`src/cpu_pkg.sv`:
```
package cpu_pkg;

	localparam int WORD_W    = 16;
	localparam int BYTE_W    = 8;
	localparam int REG_IDX_W = 4;
	localparam int NUM_REGS  = 1 << REG_IDX_W;

	typedef logic [WORD_W-1:0] word_t;
	typedef logic [REG_IDX_W-1:0] reg_idx_t;

	// Instruction word [15:12]
	typedef enum logic [3:0] {
		OP_ADD  = 4'd0,
		OP_SUB  = 4'd1,
		OP_XOR  = 4'd2,
		OP_RSV3 = 4'd3,
		OP_SLL  = 4'd4,
		OP_SRA  = 4'd5,
		OP_ROR  = 4'd6,
		OP_RSV7 = 4'd7,
		OP_LW   = 4'd8,
		OP_SW   = 4'd9,
		OP_LHB  = 4'd10,
		OP_LLB  = 4'd11,
		OP_B    = 4'd12,
		OP_BR   = 4'd13,
		OP_PCS  = 4'd14,
		OP_HLT  = 4'd15
	} opcode_e;

	// Branch condition, instruction word [11:9]
	typedef enum logic [2:0] {
		CC_NEQ    = 3'd0,
		CC_EQ     = 3'd1,
		CC_GT     = 3'd2,
		CC_LT     = 3'd3,
		CC_GTE    = 3'd4,
		CC_LTE    = 3'd5,
		CC_OVFL   = 3'd6,
		CC_UNCOND = 3'd7
	} ccode_e;

	typedef struct packed {
		logic z;
		logic v;
		logic n;
	} flags_t;

	typedef enum logic [2:0] {ALU_ADD, ALU_SUB, ALU_XOR, ALU_SLL, ALU_SRA, ALU_ROR, ALU_PASS} alu_op_e;

	typedef enum logic [1:0] {WB_ALU, WB_MEM, WB_BYTE, WB_PC} wb_sel_e;

endpackage
```
`src/dec_exe_if.sv`:
```
`timescale 1ns/1ns

interface dec_exe_if;
	import cpu_pkg::*;

	alu_op_e alu_op;
	word_t a;
	word_t b; // Register, immediate or byte keep mask
	logic [BYTE_W-1:0] byte_imm;
	word_t store_data;
	wb_sel_e wb_sel;
	logic reg_we;
	reg_idx_t dst;
	logic mem_rd;
	logic mem_wr;

	modport dec (output alu_op, a, b, byte_imm, store_data, wb_sel, reg_we, dst, mem_rd, mem_wr);

	modport exe (input alu_op, a, b, store_data, mem_rd, mem_wr);

	modport res (input a, b, byte_imm, wb_sel, reg_we, dst);

endinterface

```
`src/cpu_top.sv`:
```
`timescale 1ns/1ns

module cpu_top #(
	parameter cpu_pkg::word_t RESET_PC = '0
) (
	input  logic           clk,
	input  logic           rst_n_i,
	output cpu_pkg::word_t imem_addr_o,
	input  cpu_pkg::word_t imem_data_i,
	output cpu_pkg::word_t dmem_addr_o,
	output cpu_pkg::word_t dmem_wdata_o,
	input  cpu_pkg::word_t dmem_rdata_i,
	output logic           dmem_rd_o,
	output logic           dmem_wr_o,
	output logic           hlt_o,
	output cpu_pkg::word_t pc_o
);
	import cpu_pkg::*;

	reg_idx_t rs_idx;
	reg_idx_t rt_idx;
	word_t rs_val;
	word_t rt_val;
	word_t pc_plus2;
	word_t alu_w;
	flags_t flags_w;
	logic wb_we;
	reg_idx_t wb_dst;
	word_t wb_data;

	dec_exe_if ex_bus ();

	assign imem_addr_o = pc_o;

	fetch_pc #(.RESET_PC(RESET_PC)) fetch0 (
		.clk(clk), .rst_n_i(rst_n_i),
		.instr_i(imem_data_i), .rs_val_i(rs_val), .flags_i(flags_w),
		.pc_o(pc_o), .pc_plus2_o(pc_plus2), .hlt_o(hlt_o)
	);

	decode dec0 (
		.instr_i(imem_data_i),
		.rs_idx_o(rs_idx), .rt_idx_o(rt_idx),
		.rs_val_i(rs_val), .rt_val_i(rt_val),
		.ex(ex_bus.dec)
	);

	regfile rf0 (
		.clk(clk), .rst_n_i(rst_n_i),
		.rs_idx_i(rs_idx), .rt_idx_i(rt_idx),
		.rs_val_o(rs_val), .rt_val_o(rt_val),
		.we_i(wb_we), .dst_i(wb_dst), .wdata_i(wb_data)
	);

	execute exe0 (
		.clk(clk), .rst_n_i(rst_n_i),
		.ex(ex_bus.exe),
		.alu_o(alu_w), .flags_o(flags_w),
		.dmem_addr_o(dmem_addr_o), .dmem_wdata_o(dmem_wdata_o),
		.dmem_rd_o(dmem_rd_o), .dmem_wr_o(dmem_wr_o)
	);

	result res0 (
		.ex(ex_bus.res),
		.alu_i(alu_w), .mem_i(dmem_rdata_i), .pc_plus2_i(pc_plus2),
		.we_o(wb_we), .dst_o(wb_dst), .wdata_o(wb_data)
	);

endmodule

```
`src/result.sv`:
```
`timescale 1ns/1ns

module result (
	dec_exe_if.res            ex,
	input  cpu_pkg::word_t    alu_i,
	input  cpu_pkg::word_t    mem_i,
	input  cpu_pkg::word_t    pc_plus2_i,
	output logic              we_o,
	output cpu_pkg::reg_idx_t dst_o,
	output cpu_pkg::word_t    wdata_o
);
	import cpu_pkg::*;

	word_t byte_w;

	// Operand b marks the byte of a that survives
	assign byte_w = (ex.a & ex.b) | ({ex.byte_imm, ex.byte_imm} & ~ex.b);

	always_comb begin
		case (ex.wb_sel)
			WB_MEM:  wdata_o = mem_i;
			WB_BYTE: wdata_o = byte_w;
			WB_PC:   wdata_o = pc_plus2_i; // Return address for PCS
			default: wdata_o = alu_i;
		endcase
	end

	assign we_o = ex.reg_we;
	assign dst_o = ex.dst;

endmodule

```
`src/execute.sv`:
```
`timescale 1ns/1ns

module execute (
	input  logic            clk,
	input  logic            rst_n_i,
	dec_exe_if.exe          ex,
	output cpu_pkg::word_t  alu_o,
	output cpu_pkg::flags_t flags_o,
	output cpu_pkg::word_t  dmem_addr_o,
	output cpu_pkg::word_t  dmem_wdata_o,
	output logic            dmem_rd_o,
	output logic            dmem_wr_o
);
	import cpu_pkg::*;

	logic sub_w;
	logic ovf_w;
	logic [3:0] sh_w;
	word_t b_eff;
	word_t sum_w;
	word_t sat_w;
	word_t res_w;
	logic [2*WORD_W-1:0] rot_w;
	flags_t flags_q;

	// Shared adder, SUB as a + ~b + 1
	assign sub_w = (ex.alu_op == ALU_SUB);
	assign b_eff = sub_w ? ~ex.b : ex.b;
	assign sum_w = ex.a + b_eff + {{(WORD_W-1){1'b0}}, sub_w};
	assign ovf_w = (ex.a[WORD_W-1] == b_eff[WORD_W-1]) && (sum_w[WORD_W-1] != ex.a[WORD_W-1]);
	assign sat_w = ovf_w ? (ex.a[WORD_W-1] ? 16'h8000 : 16'h7FFF) : sum_w;

	assign sh_w = ex.b[3:0];
	assign rot_w = {ex.a, ex.a} >> sh_w;

	always_comb begin
		case (ex.alu_op)
			ALU_ADD, ALU_SUB: res_w = sat_w;
			ALU_XOR: res_w = ex.a ^ ex.b;
			ALU_SLL: res_w = ex.a << sh_w;
			ALU_SRA: res_w = $signed(ex.a) >>> sh_w; // Sign fill
			ALU_ROR: res_w = rot_w[WORD_W-1:0];
			default: res_w = ex.b;
		endcase
	end

	always_ff @(posedge clk) begin
		if (!rst_n_i) begin
			flags_q <= '0;
		end else begin
			case (ex.alu_op)
				ALU_ADD, ALU_SUB: begin
					flags_q.z <= (res_w == '0);
					flags_q.v <= ovf_w;
					flags_q.n <= res_w[WORD_W-1];
				end
				ALU_XOR, ALU_SLL, ALU_SRA, ALU_ROR: flags_q.z <= (res_w == '0);
				default: ; // Flags held
			endcase
		end
	end

	assign alu_o = res_w;
	assign flags_o = flags_q;
	assign dmem_addr_o = sum_w; // rs + imm*2 for LW and SW
	assign dmem_wdata_o = ex.store_data;
	assign dmem_rd_o = ex.mem_rd;
	assign dmem_wr_o = ex.mem_wr;

endmodule

```
`src/regfile.sv`:
```
`timescale 1ns/1ns

module regfile (
	input  logic              clk,
	input  logic              rst_n_i,
	input  cpu_pkg::reg_idx_t rs_idx_i,
	input  cpu_pkg::reg_idx_t rt_idx_i,
	output cpu_pkg::word_t    rs_val_o,
	output cpu_pkg::word_t    rt_val_o,
	input  logic              we_i,
	input  cpu_pkg::reg_idx_t dst_i,
	input  cpu_pkg::word_t    wdata_i
);
	import cpu_pkg::*;

	word_t regs [NUM_REGS];

	always_ff @(posedge clk) begin
		if (!rst_n_i) begin
			for (int i = 0; i < NUM_REGS; i++) begin
				regs[i] <= '0;
			end
		end else if (we_i && dst_i != '0) begin
			regs[dst_i] <= wdata_i;
		end
	end

	// R0 hardwired
	assign rs_val_o = (rs_idx_i == '0) ? '0 : regs[rs_idx_i];
	assign rt_val_o = (rt_idx_i == '0) ? '0 : regs[rt_idx_i];

endmodule

```
`src/decode.sv`:
```
`timescale 1ns/1ns

// Formats: op rd rs rt | op rd rs imm4 | op rd imm8 | op cc off9 | op cc x rs x
// SW stores the register in [11:8]
module decode (
	input  cpu_pkg::word_t    instr_i,
	output cpu_pkg::reg_idx_t rs_idx_o,
	output cpu_pkg::reg_idx_t rt_idx_o,
	input  cpu_pkg::word_t    rs_val_i,
	input  cpu_pkg::word_t    rt_val_i,
	dec_exe_if.dec            ex
);
	import cpu_pkg::*;

	opcode_e op;
	word_t imm_sext;

	assign op = opcode_e'(instr_i[15:12]);
	assign imm_sext = {{12{instr_i[3]}}, instr_i[3:0]};

	// Byte loads read their own destination to keep the other byte
	assign rs_idx_o = (op == OP_LHB || op == OP_LLB) ? instr_i[11:8] : instr_i[7:4];
	assign rt_idx_o = (op == OP_SW) ? instr_i[11:8] : instr_i[3:0];

	assign ex.a = rs_val_i;
	assign ex.store_data = rt_val_i;
	assign ex.byte_imm = instr_i[7:0];
	assign ex.dst = instr_i[11:8];

	always_comb begin
		ex.alu_op = ALU_PASS;
		ex.b = rt_val_i;
		ex.wb_sel = WB_ALU;
		ex.reg_we = 1'b0;
		ex.mem_rd = 1'b0;
		ex.mem_wr = 1'b0;
		case (op)
			OP_ADD: begin
				ex.alu_op = ALU_ADD;
				ex.reg_we = 1'b1;
			end
			OP_SUB: begin
				ex.alu_op = ALU_SUB;
				ex.reg_we = 1'b1;
			end
			OP_XOR: begin
				ex.alu_op = ALU_XOR;
				ex.reg_we = 1'b1;
			end
			OP_SLL, OP_SRA, OP_ROR: begin
				ex.alu_op = (op == OP_SLL) ? ALU_SLL : (op == OP_SRA) ? ALU_SRA : ALU_ROR;
				ex.b = imm_sext;
				ex.reg_we = 1'b1;
			end
			OP_LW: begin
				ex.b = imm_sext << 1;
				ex.wb_sel = WB_MEM;
				ex.reg_we = 1'b1;
				ex.mem_rd = 1'b1;
			end
			OP_SW: begin
				ex.b = imm_sext << 1;
				ex.mem_wr = 1'b1;
			end
			OP_LHB, OP_LLB: begin
				ex.b = (op == OP_LHB) ? 16'h00FF : 16'hFF00; // Byte to keep
				ex.wb_sel = WB_BYTE;
				ex.reg_we = 1'b1;
			end
			OP_PCS: begin
				ex.wb_sel = WB_PC;
				ex.reg_we = 1'b1;
			end
			default: ; // Reserved, B, BR, HLT
		endcase
	end

endmodule

```
`src/fetch_pc.sv`:
```
`timescale 1ns/1ns

module fetch_pc #(
	parameter cpu_pkg::word_t RESET_PC = '0
) (
	input  logic           clk,
	input  logic           rst_n_i,
	input  cpu_pkg::word_t instr_i,
	input  cpu_pkg::word_t rs_val_i,
	input  cpu_pkg::flags_t flags_i,
	output cpu_pkg::word_t pc_o,
	output cpu_pkg::word_t pc_plus2_o,
	output logic           hlt_o
);
	import cpu_pkg::*;

	opcode_e op;
	ccode_e cc;
	word_t pc_q;
	word_t br_off;
	word_t pc_next;
	logic taken;

	assign op = opcode_e'(instr_i[15:12]);
	assign cc = ccode_e'(instr_i[11:9]);
	assign br_off = {{6{instr_i[8]}}, instr_i[8:0], 1'b0}; // Word offset to bytes

	always_comb begin
		case (cc)
			CC_NEQ:  taken = ~flags_i.z;
			CC_EQ:   taken = flags_i.z;
			CC_GT:   taken = ~flags_i.z & ~flags_i.n;
			CC_LT:   taken = flags_i.n;
			CC_GTE:  taken = flags_i.z | ~flags_i.n;
			CC_LTE:  taken = flags_i.z | flags_i.n;
			CC_OVFL: taken = flags_i.v;
			default: taken = 1'b1;
		endcase
	end

	always_comb begin
		pc_next = pc_plus2_o;
		if (op == OP_HLT) begin
			pc_next = pc_q; // Frozen on halt
		end else if (op == OP_B && taken) begin
			pc_next = pc_plus2_o + br_off;
		end else if (op == OP_BR && taken) begin
			pc_next = rs_val_i;
		end
	end

	always_ff @(posedge clk) begin
		if (!rst_n_i) begin
			pc_q <= RESET_PC;
		end else begin
			pc_q <= pc_next;
		end
	end

	assign pc_o = pc_q;
	assign pc_plus2_o = pc_q + 16'd2;
	assign hlt_o = (op == OP_HLT);

endmodule

```
`config.mk`:
```
export PLATFORM = sky130hd
export DESIGN_NAME = cpu_top
export DESIGN_NICKNAME = d
export VERILOG_FILES = /design/src/cpu_pkg.sv /design/src/dec_exe_if.sv /design/src/cpu_top.sv /design/src/result.sv /design/src/execute.sv /design/src/regfile.sv /design/src/decode.sv /design/src/fetch_pc.sv
export SDC_FILE = /design/constraint.sdc
export NUM_CORES = 1
export LEC_CHECK = 0
export ABC_AREA = 1
export BUFFER_PORTS_ARGS = -buffer_cell sky130_fd_sc_hd__buf_2
export CAP_MARGIN = 15
export CORE_MARGIN = 4
export CORE_UTILIZATION = 25
export DETAILED_ROUTE_END_ITERATION = 8
export PLACE_DENSITY_LB_ADDON = 0.25
export SLEW_MARGIN = 15
export SYNTH_ARGS = -nofsm -noshare
export SYNTH_HDL_FRONTEND = slang
export SYNTH_HIERARCHICAL = 1
export SYNTH_SLANG_ARGS = --single-unit
export TNS_END_PERCENT = 30
```
`constraint.sdc`:
```
create_clock -name clk -period 15.83 [get_ports clk]
set_input_delay 0.7915 -clock clk [delete_from_list [all_inputs] [get_ports clk]]
set_output_delay 0.7915 -clock clk [all_outputs]
set_load 0.02 [all_outputs]
```
## Word-level counts from Yosys, hierarchy flattened

Memory sizes are Yosys's and may differ from the RTL's.
Cells that the tools add are included.

| operators by class | value |
|---|---|
| eq/ne operators | 29 |
| $add $sub $neg | 4 |
| reductions and logical operators | 19 |
| shift operators | 3 |
| bitwise gates (word level) | 10 |
| multiplexer cells | 28 |

Operator list:

| operator | count |
|---|---|
| 16-bit 2-to-1 mux | 9 |
| 16-bit one-hot mux with 3 select lines | 2 |
| 16-bit one-hot mux with 5 select lines | 1 |
| 16-bit adder | 2 |
| 16-bit bitwise AND | 2 |
| 4-bit == test, second input constant | 8 |
| 32-bit by 4-bit >> shifter with 16-bit output | 1 |
| 16-bit by 1-bit adder with 16-bit output | 1 |
| 16-bit by 2-bit adder with 16-bit output, second input constant | 1 |
| 16-bit logical NOT | 1 |
| 16-bit inverter | 1 |
| 16-bit bitwise OR | 1 |
| 16-bit OR reduction | 1 |
| 16-bit by 4-bit left shift with 16-bit output | 1 |
| 16-bit by 4-bit >>> shifter with 16-bit output | 1 |
| 16-bit bitwise XOR | 1 |
| 3-bit == test, second input constant | 5 |
| 3-bit by 2-bit == test with 1-bit output, second input constant | 4 |
| 4-bit by 3-bit == test with 1-bit output, second input constant | 3 |
| 4-bit logical NOT | 3 |
| 4-bit 2-to-1 mux | 3 |
| 3-bit one-hot mux with 4 select lines | 1 |
| 10-bit OR reduction | 1 |
| 1-bit 2-to-1 mux | 9 |
| other kinds (20) | 30 |

| word-level totals | value |
|---|---|
| output and inout bits | 67 |
| bits in writable memories | 256 |
| input port bits | 34 |
| bits in registers | 19 |
| logic and storage cells | 98 |
| memories kept | 1 |

Memories:

| memory | words | bits a word | read ports | clocked after Yosys merged registers in | write ports | RTL line | RTL |
|---|---|---|---|---|---|---|---|
| rf0.regs | 16 | 16 | 2 | 0 | 16 | regfile.sv:16 | `word_t regs [NUM_REGS];` |

## Longest topological paths before layout

Gate-level depths: netlist (run 1).

| logic depth | value |
|---|---|
| word-level depth | 15 |
| gate-level depth with buffers | 45 |
| mapped depth without buffers | 41 |

## Hierarchy

The synthesis (run 1) kept the hierarchy.

Modules (own cells, without submodules):

| module | area an instance (um2) | cells an instance | seq. area each (um2) | times used |
|---|---|---|---|---|
| regfile | 15167.0 | 2050 | 7687.4 | 1 |
| execute | 3717.3 | 715 | 60.1 | 1 |
| fetch_pc | 2301.0 | 392 | 320.3 | 1 |
| result | 943.4 | 193 | 0.0 | 1 |
| decode | 912.1 | 151 | 0.0 | 1 |
| cpu_top | 120.1 | 16 | 0.0 | 1 |

## Worst setup path before layout (run 1)

Ideal clock, no wire load.

| timing | value |
|---|---|
| path kind | input port to flip-flop |
| start point | input imem_data_i[13] |
| end point | memory rf0/regs[10][14] (netlist bit) (data pin) |
| library setup time | 0.266 ns |
| path buffers | 6 |
| slack | 10.137 ns |
| required time | 15.564 ns |
| data arrival time | 5.427 ns |
| stages | 38 |
| path through | buf_6 nor2_1 nand2_1 o21ai_0 buf_2 buf_1 nand3_1 nand3_1 nand3_1 a21oi_1 nand3_1 nand3_1 buf_2 buf_2 xor2_1 inv_1 fa_1 nand2_1 (+2 left out) nand2_1 nand4_1 nand3_1 nand2_1 nand2_1 nand2_1 nand3_1 nand2_1 nand2_1 nand2_1 nand2_1 nor2_1 inv_1 nand2_1 nand3_1 inv_1 clkbuf_1 nor2_1 |

RTL lines:

| what | RTL line | RTL |
|---|---|---|
| start, declared | cpu_top.sv:9 | `input cpu_pkg::word_t imem_data_i,` |
| end, declared | regfile.sv:16 |  |

## Final worst setup path (run 1)

| timing | value |
|---|---|
| start point | input imem_data_i[14] |
| end point | output dmem_addr_o[14] |

| on the way | value |
|---|---|
| word-level cells in the longest chain between the ends | 9 |
| elaborated cells on any way between the ends | 31 |
| those cells by class | add/sub: 2; eq/ne: 10; mux: 10; bitwise: 1; reduce/logical: 7; memory: 1 |

Ends and longest elaborated chain:

| what | RTL line | RTL |
|---|---|---|
| 4-bit == test * | decode.sv:23 | `assign rt_idx_o = (op == OP_SW) ? instr_i[11:8] : instr_i[3:0];` |
| 4-bit 2-to-1 mux * | decode.sv:23 |  |
| net rt_idx[0] | cpu_top.sv:21 | `reg_idx_t rt_idx;` |
| memory 16 x 16 bit or 4-bit logical NOT (tied branches) | -- |  |
| 16-bit 2-to-1 mux * | regfile.sv:30 | `assign rt_val_o = (rt_idx_i == '0) ? '0 : regs[rt_idx_i];` |
| 16-bit one-hot mux with 3 select lines * | decode.sv:37 | `case (op)` |
| net ex_bus.b[0] | dec_exe_if.sv:8 | `word_t b;` |
| 16-bit inverter | execute.sv:28 | `assign b_eff = sub_w ? ~ex.b : ex.b;` |
| 16-bit 2-to-1 mux * | execute.sv:28 |  |
| 16-bit adder * | execute.sv:29 | `assign sum_w = ex.a + b_eff + {{(WORD_W-1){1'b0}}, sub_w};` |
| 16-bit by 1-bit adder with 16-bit output * | execute.sv:29 |  |
| end, declared | cpu_top.sv:10 | `output cpu_pkg::word_t dmem_addr_o,` |

Mark *: on every way through the listed nets, which the timed path passes. The rest lies on a longest branch.

==> results.yml, run 1 <==
hold_path:
  min_path_type: "reg2reg"
  min_from: "exe0/flags_o[2]"
synthesis:
  synth-edff-count: 256
  yosys.area_share.simple_pct: 39.6
  yosysSeqAreaShare_pct: 34.8
  synth.top_cell.area_share_pct: 33.2
  synth-compound-area-share_pct: 5.65
  yosysTopAreaCell: "edfxtp_1"
  muxShareOfSynthArea_pct: 0.130
  synth_flop_cell: "edfxtp_1"
  synth_warnings: 6
  ys_ff_latch: 275
  synth-adder-area-share_pct: 2.06
  synth_area_leaders: "edfxtp_1 (33%), nand2_1 (19%), nand3_1 (11%), inv_1 (8.3%), nor2_1 (5.3%)"
  synth_cell_type_count: 58
  yosysMostFrequentCell: "nand2_1"
  synth_area_sq_um: 23200
  synth_top_family_by_area: "simple AND/OR/NAND/NOR gates"
  synthXorXnorAreaFrac_pct: 1.93
  synthArstFlopShare_pct: 0
  syn_area_per_cell_sq_um: 6.59
  synth_cells: 3517
  ys_top_cells_by_count: "nand2_1 (1189), inv_1 (514), nand3_1 (486)"
global_routing:
  grt_usage_pct: 18.5
  grt_busiest_layer: "met2"
  grt_util_met2_pct: 31.2
  grt_pass1_vias: 21619
  grt_max_degree: 77
  gr-total-overflow: 0
  antenna_found_initial: 0
  grt_use_met1_pct: 24.9
  grt_first_pass_wirelength_um: 138000
  use_met3_pct: 2.61
worst_setup_path:
  cpMostUsedCell: "nand2_1"
  cp-startpoint: "imem_data_i[14]"
  cp.arrival_ns: 7.53
  critPathTopFamily: "buffers and inverters"
  crit_path_top_delay_cell: "buf_4"
  critPathKind: "in2out"
  cp-end-kind: "primary output"
  cp_max_fo: 76
  r2r_start: "rf0/regs[4][2]"
  cp_slowest_stage_delay_ns: 0.61
  critPathLaunchType: "input pin"
  cp.required_ns: 15.04
  crit_buf_inv: 12
timing:
  fmax_ghz: 0.120
  finalSetupTns_ns: 0
  relSlewSlack_pct: 15.7
  fin_crit_sh_pct: 52.5
  worst_pin_slew_ns: 1.26
  setup_viol: 0
  slew_violations: 0
  rsz0062_at_grt: "no"
  finalClockSkew_ns: 0.0341
  hold_viol: 0
  layout_min_cycle_time_ns: 8.32
clocking:
  post_cts_buffers: 0
  cts_resized: 0
  root_buffer: "clkbuf_16"
  numCtsBuffers: 35
  clockBufferDepth: 3
  cts_tree: "yes"
  cts.sink_count: 275
  clk_pin_slew_ns: 0.06
  cts-hold-fix-buffers: 0
  clk_latency_ns: 0.56
  htreeDepth: 2
cells_and_area:
  area_delta_synth_final_pct: 8.68
  layout-drive-gt1-share_pct: 9.07
  fin_cells: 4718
  fillCellCount: 10278
  final_util_pct: 27.4
  final_nets: 3519
drt:
  routed_wl_um: 93000
  wl_per_cell_um: 19.7
  firstDrtPassIters: 6
  final_antenna_net_count: 0
  num_vias: 22392
  via_per_inst: 4.75
  drtIter0Drc: 2432
  drc: 0
floorplan:
  io_pins: 101
  core_area_sq_um: 91800
  die_w_um: 312
  initial_utilization_pct: 25.2
  row_count: 111
  die_h_um: 312
  dieArea_sq_um: 97600
job:
  maxCapViolCount: 0
place:
  io_buffer_count: 100
  dp_hpwl_um: 64000
  placed_cells: 4654
  gp_congestion: 0.920
power:
  p_per_area_nw_per_um2: 104
  ir_drop_v: 0.0000506
  p_leak_nw: 12.3
status:
  status: "finished clean"
==> layer usage <==
metal	up-vias	wire, um
li1	10831	-
met1	10660	41000
met2	784	43600
met3	117	6310
met4	0	2130
met5	-	0
==> flip-flops by register name (all words and copies together), names as in the netlist <==
name,flops
rf0/regs,256
fetch0/pc_o,16
exe0/flags_o,3
==> final cells by class <==
| cell class | count | area [sq um] | area share, % |
|---|---|---|---|
| multi-input combinational | 2460 | 11600 | 46.0 |
| sequential | 275 | 8070 | 32.1 |
| inverter | 531 | 2010 | 7.97 |
| tap | 1243 | 1560 | 6.18 |
| clock buffer | 39 | 891 | 3.54 |
| timing repair buffer | 145 | 838 | 3.33 |
| clock inverter | 22 | 230 | 0.915 |
| antenna | 3 | 7.51 | 0.0298 |
==> cells in the final DEF, fill, tap and decap left out, drive strengths merged, types with 5 or more instances in the layout <==
master  instances
a21oi         100
a31oi           6
buf           145
clkbuf         39
clkinv         19
conb           16
dfxtp          19
edfxtp        256
ha             35
inv           529
nand2        1218
nand3         514
nand3b          5
nand4          18
nor2          345
nor3           10
o211ai         19
o21ai          89
xnor2          11
xor2           40
==> cell families after synthesis <==
| kind of cell | count (synthesis) |
|---|---|
| simple gates | 2119 |
| buf+inv | 797 |
| flops | 275 |
| compound gates | 234 |
| xor+xnor | 51 |
| fa+ha+maj | 37 |
| mux | 3 |
| other cells | 1 |
==> power by group <==
| group | internal (mW) | switching (mW) |
|---|---|---|
| clock | 0.474 | 0.335 |
| sequential | 0.828 | 0.0142 |
| combinational | 0.253 | 0.712 |
| total | 1.55 | 1.06 |
==> stage by stage <==
stage                     instance area, sq um  setup WS [ns]  hold slack [ns]  total power, mW
after detailed placement                 24000           7.26            0.523             1.81
after CTS                                25200           7.62            0.534             2.63
after floorplan                          23200          10.14            0.469             1.52
after global routing                     25200           6.92            0.575             2.75
final                                    25200           7.51            0.542             2.62
after global placement                   24000           7.37            0.527             1.81
==> path summary, 6_finish.rpt <==
path	end	slack, ns	cells past startpoint
worst max-delay path	dmem_addr_o[14]	7.51	38
worst min-delay path	exe0/flags_o[2]	0.54	2
worst max register to register	rf0/regs[12][11]	10.66	22
worst min register to register	exe0/flags_o[2]	0.54	2
==> worst register-to-register path, cell delays in order, from the launching register on <==
cell      delay, ns
edfxtp_1       0.33
inv_1          0.06
nand2_1        0.06
nand3_1        0.08
nand2_1        0.13
nand2_1        0.06
nand2_1        0.12
inv_1          0.05
a21oi_1        0.37
nand3_1        0.13
nand3_1        0.10
buf_4          0.42
clkinv_1       0.77
nand2_1        0.32
o21ai_0        0.16
nand2_1        0.10
a21oi_1        0.11
nor3_1         0.40
nand3_1        0.22
nand2_1        0.15
nand3_2        0.08
inv_1          0.54
nor2_1         0.13
No activity file was read; power rests on OpenSTA's default activity.
==> run 2, diff against run 1 <==
==> constraint.sdc (replaced) <==
create_clock -name clk -period 8.3 [get_ports clk]
set_input_delay 0.415 -clock clk [delete_from_list [all_inputs] [get_ports clk]]
set_output_delay 0.415 -clock clk [all_outputs]
set_load 0.02 [all_outputs]
==> run 2 against run 1 <==
  * Die area stayed put
  * Cell area rose by 0.54%
  * Clock power grew 88%
  * Clock skew down 0.0054 ns
  * Via count rose by 0.20%
  * First-iteration DRC count shrank 21%
  * Highest routed layer is now met5
==> results.yml, run 2 (synthesized netlist as in run 1, its figures left out) <==
cells_and_area:
  largest_register_ffs: 256
  top_register: "rf0/regs"
  final_nets: 3531
  layout_commonest_cell: "nand2_1"
  area_delta_synth_final_pct: 9.26
  layout-drive-gt1-share_pct: 9.27
  mostFrequentLayoutCells: "nand2_1 (1189), inv_1 (512), nand3_1 (486)"
  fin_area_sq_um: 25300
clocking:
  cts.sink_count: 275
  htreeDepth: 2
  cts_tree: "yes"
  clockBufferDepth: 3
  root_buffer: "clkbuf_16"
  numCtsBuffers: 35
  cts-hold-fix-buffers: 0
  clk_latency_ns: 0.56
  cts_resized: 0
  post_cts_buffers: 0
  clk_pin_slew_ns: 0.06
timing:
  slew_violations: 0
  rsz0062_at_grt: "no"
  fin_crit_sh_pct: 78.9
  finalSetupTns_ns: 0
  hold_viol: 0
  layout_min_cycle_time_ns: 6.55
  setup_viol: 0
  finalClockSkew_ns: 0.0287
  relSlewSlack_pct: 19.2
  fmax_ghz: 0.153
  worst_pin_slew_ns: 1.21
drt:
  num_vias: 22436
  drtIter0Drc: 1929
  routed_wl_um: 93500
  drc: 0
  via_per_inst: 4.74
  final_antenna_net_count: 0
  wl_per_cell_um: 19.8
  firstDrtPassIters: 6
place:
  gp_congestion: 0.947
  dpl_cell_area_sq_um: 24200
  dp_hpwl_um: 65400
  io_buffer_count: 100
floorplan:
  dieArea_sq_um: 97600
  initial_utilization_pct: 25.2
  core_area_sq_um: 91800
  row_count: 111
  die_h_um: 312
  io_pins: 101
  die_w_um: 312
worst_setup_path:
  reg2reg_slack_ns: 3.45
  cp-end-kind: "flop"
  r2r_start: "rf0/regs[0][10]"
  cp.arrival_ns: 6.81
  cp_slowest_stage_delay_ns: 0.59
  rr_worst_depth: 29
  critPathLaunchType: "input pin"
  cpMostUsedCell: "nand2_1"
  critPathKind: "in2reg"
  cp.required_ns: 8.56
  crit_path_top_delay_cell: "inv_1"
  cp_max_fo: 64
  cp-startpoint: "imem_data_i[14]"
power:
  power_frac_comb_pct: 37.4
  ir_drop_v: 0.000158
  pwr-share-seq_pct: 32.2
  p_per_area_nw_per_um2: 197
  internal-power_mw: 2.95
  p_leak_nw: 12.4
  switchingPower_mw: 2.05
  clockPowerShare_pct: 30.5
  swShare_pct: 41.0
global_routing:
  grt_pass1_vias: 21717
  grt_first_pass_wirelength_um: 139000
  antenna_found_initial: 4
  grt_max_degree: 130
  gr-total-overflow: 0
  grt_usage_pct: 18.6
hold_path:
  holdPathStages: 5
  min_path_type: "in2reg"
  min_from: "imem_data_i[12]"
job:
  maxCapViolCount: 0
status:
  status: "finished clean"
run 2: worst max-delay path: cells and delay by family:
kind | cells | cell delay (ns)
compound gates | 3 | 0.52
xor+xnor | 1 | 0.28
fa+ha+maj | 1 | 0.39
buf+inv | 8 | 2.16
simple gates | 22 | 2.98
run 2: final timing paths:
check,endpoint
max,rf0/regs[12][1]
min,fetch0/pc_o[0]
max reg2reg,rf0/regs[12][1]
min reg2reg,exe0/flags_o[2]
run 2: power groups by stage:
stage | clock, mW | sequential, mW | combinational [mW]
after floorplan | 0 | 1.63 | 1.27
after detailed placement | 0 | 1.64 | 1.85
after global placement | 0 | 1.63 | 1.86
after CTS | 1.55 | 1.61 | 1.86
after global routing | 1.62 | 1.61 | 2.03
final | 1.52 | 1.61 | 1.87
run 2: metrics by stage:
stage	power [mW]	std cells	util, %	hold slack (ns)	setup WS [ns]
2_1_floorplan	2.90	3532	-	0.469	2.98
3_3_place_gp	3.49	4666	26.4	0.488	1.35
3_5_place_dp	3.49	4666	26.4	0.491	1.31
4_1_cts	5.02	4729	27.6	0.450	1.87
5_1_grt	5.26	4729	27.6	0.497	1.32
6_report	4.99	4732	27.6	0.470	1.75
run 2: final cells by class:
class                   count  area (sq um)
well taps                1243          1560
multi-input cells        2460         11600
clock buffers              39           891
clock inverters            24           211
diodes                      3          7.51
fillers                 10271         66500
flip-flops and latches    275          8070
repair buffers            157          1000
inverters                 531          2010
run 2: per-layer routing:
layer | global-route usage, % | up-vias | share of wire, %
met4 | 5.95 | 2 | 3.0
met1 | 25.4 | 10711 | 45
li1 | - | 10846 | -
met2 | 30.4 | 734 | 45
met3 | 2.69 | 143 | 6.4
met5 | 0 | - | 0.014
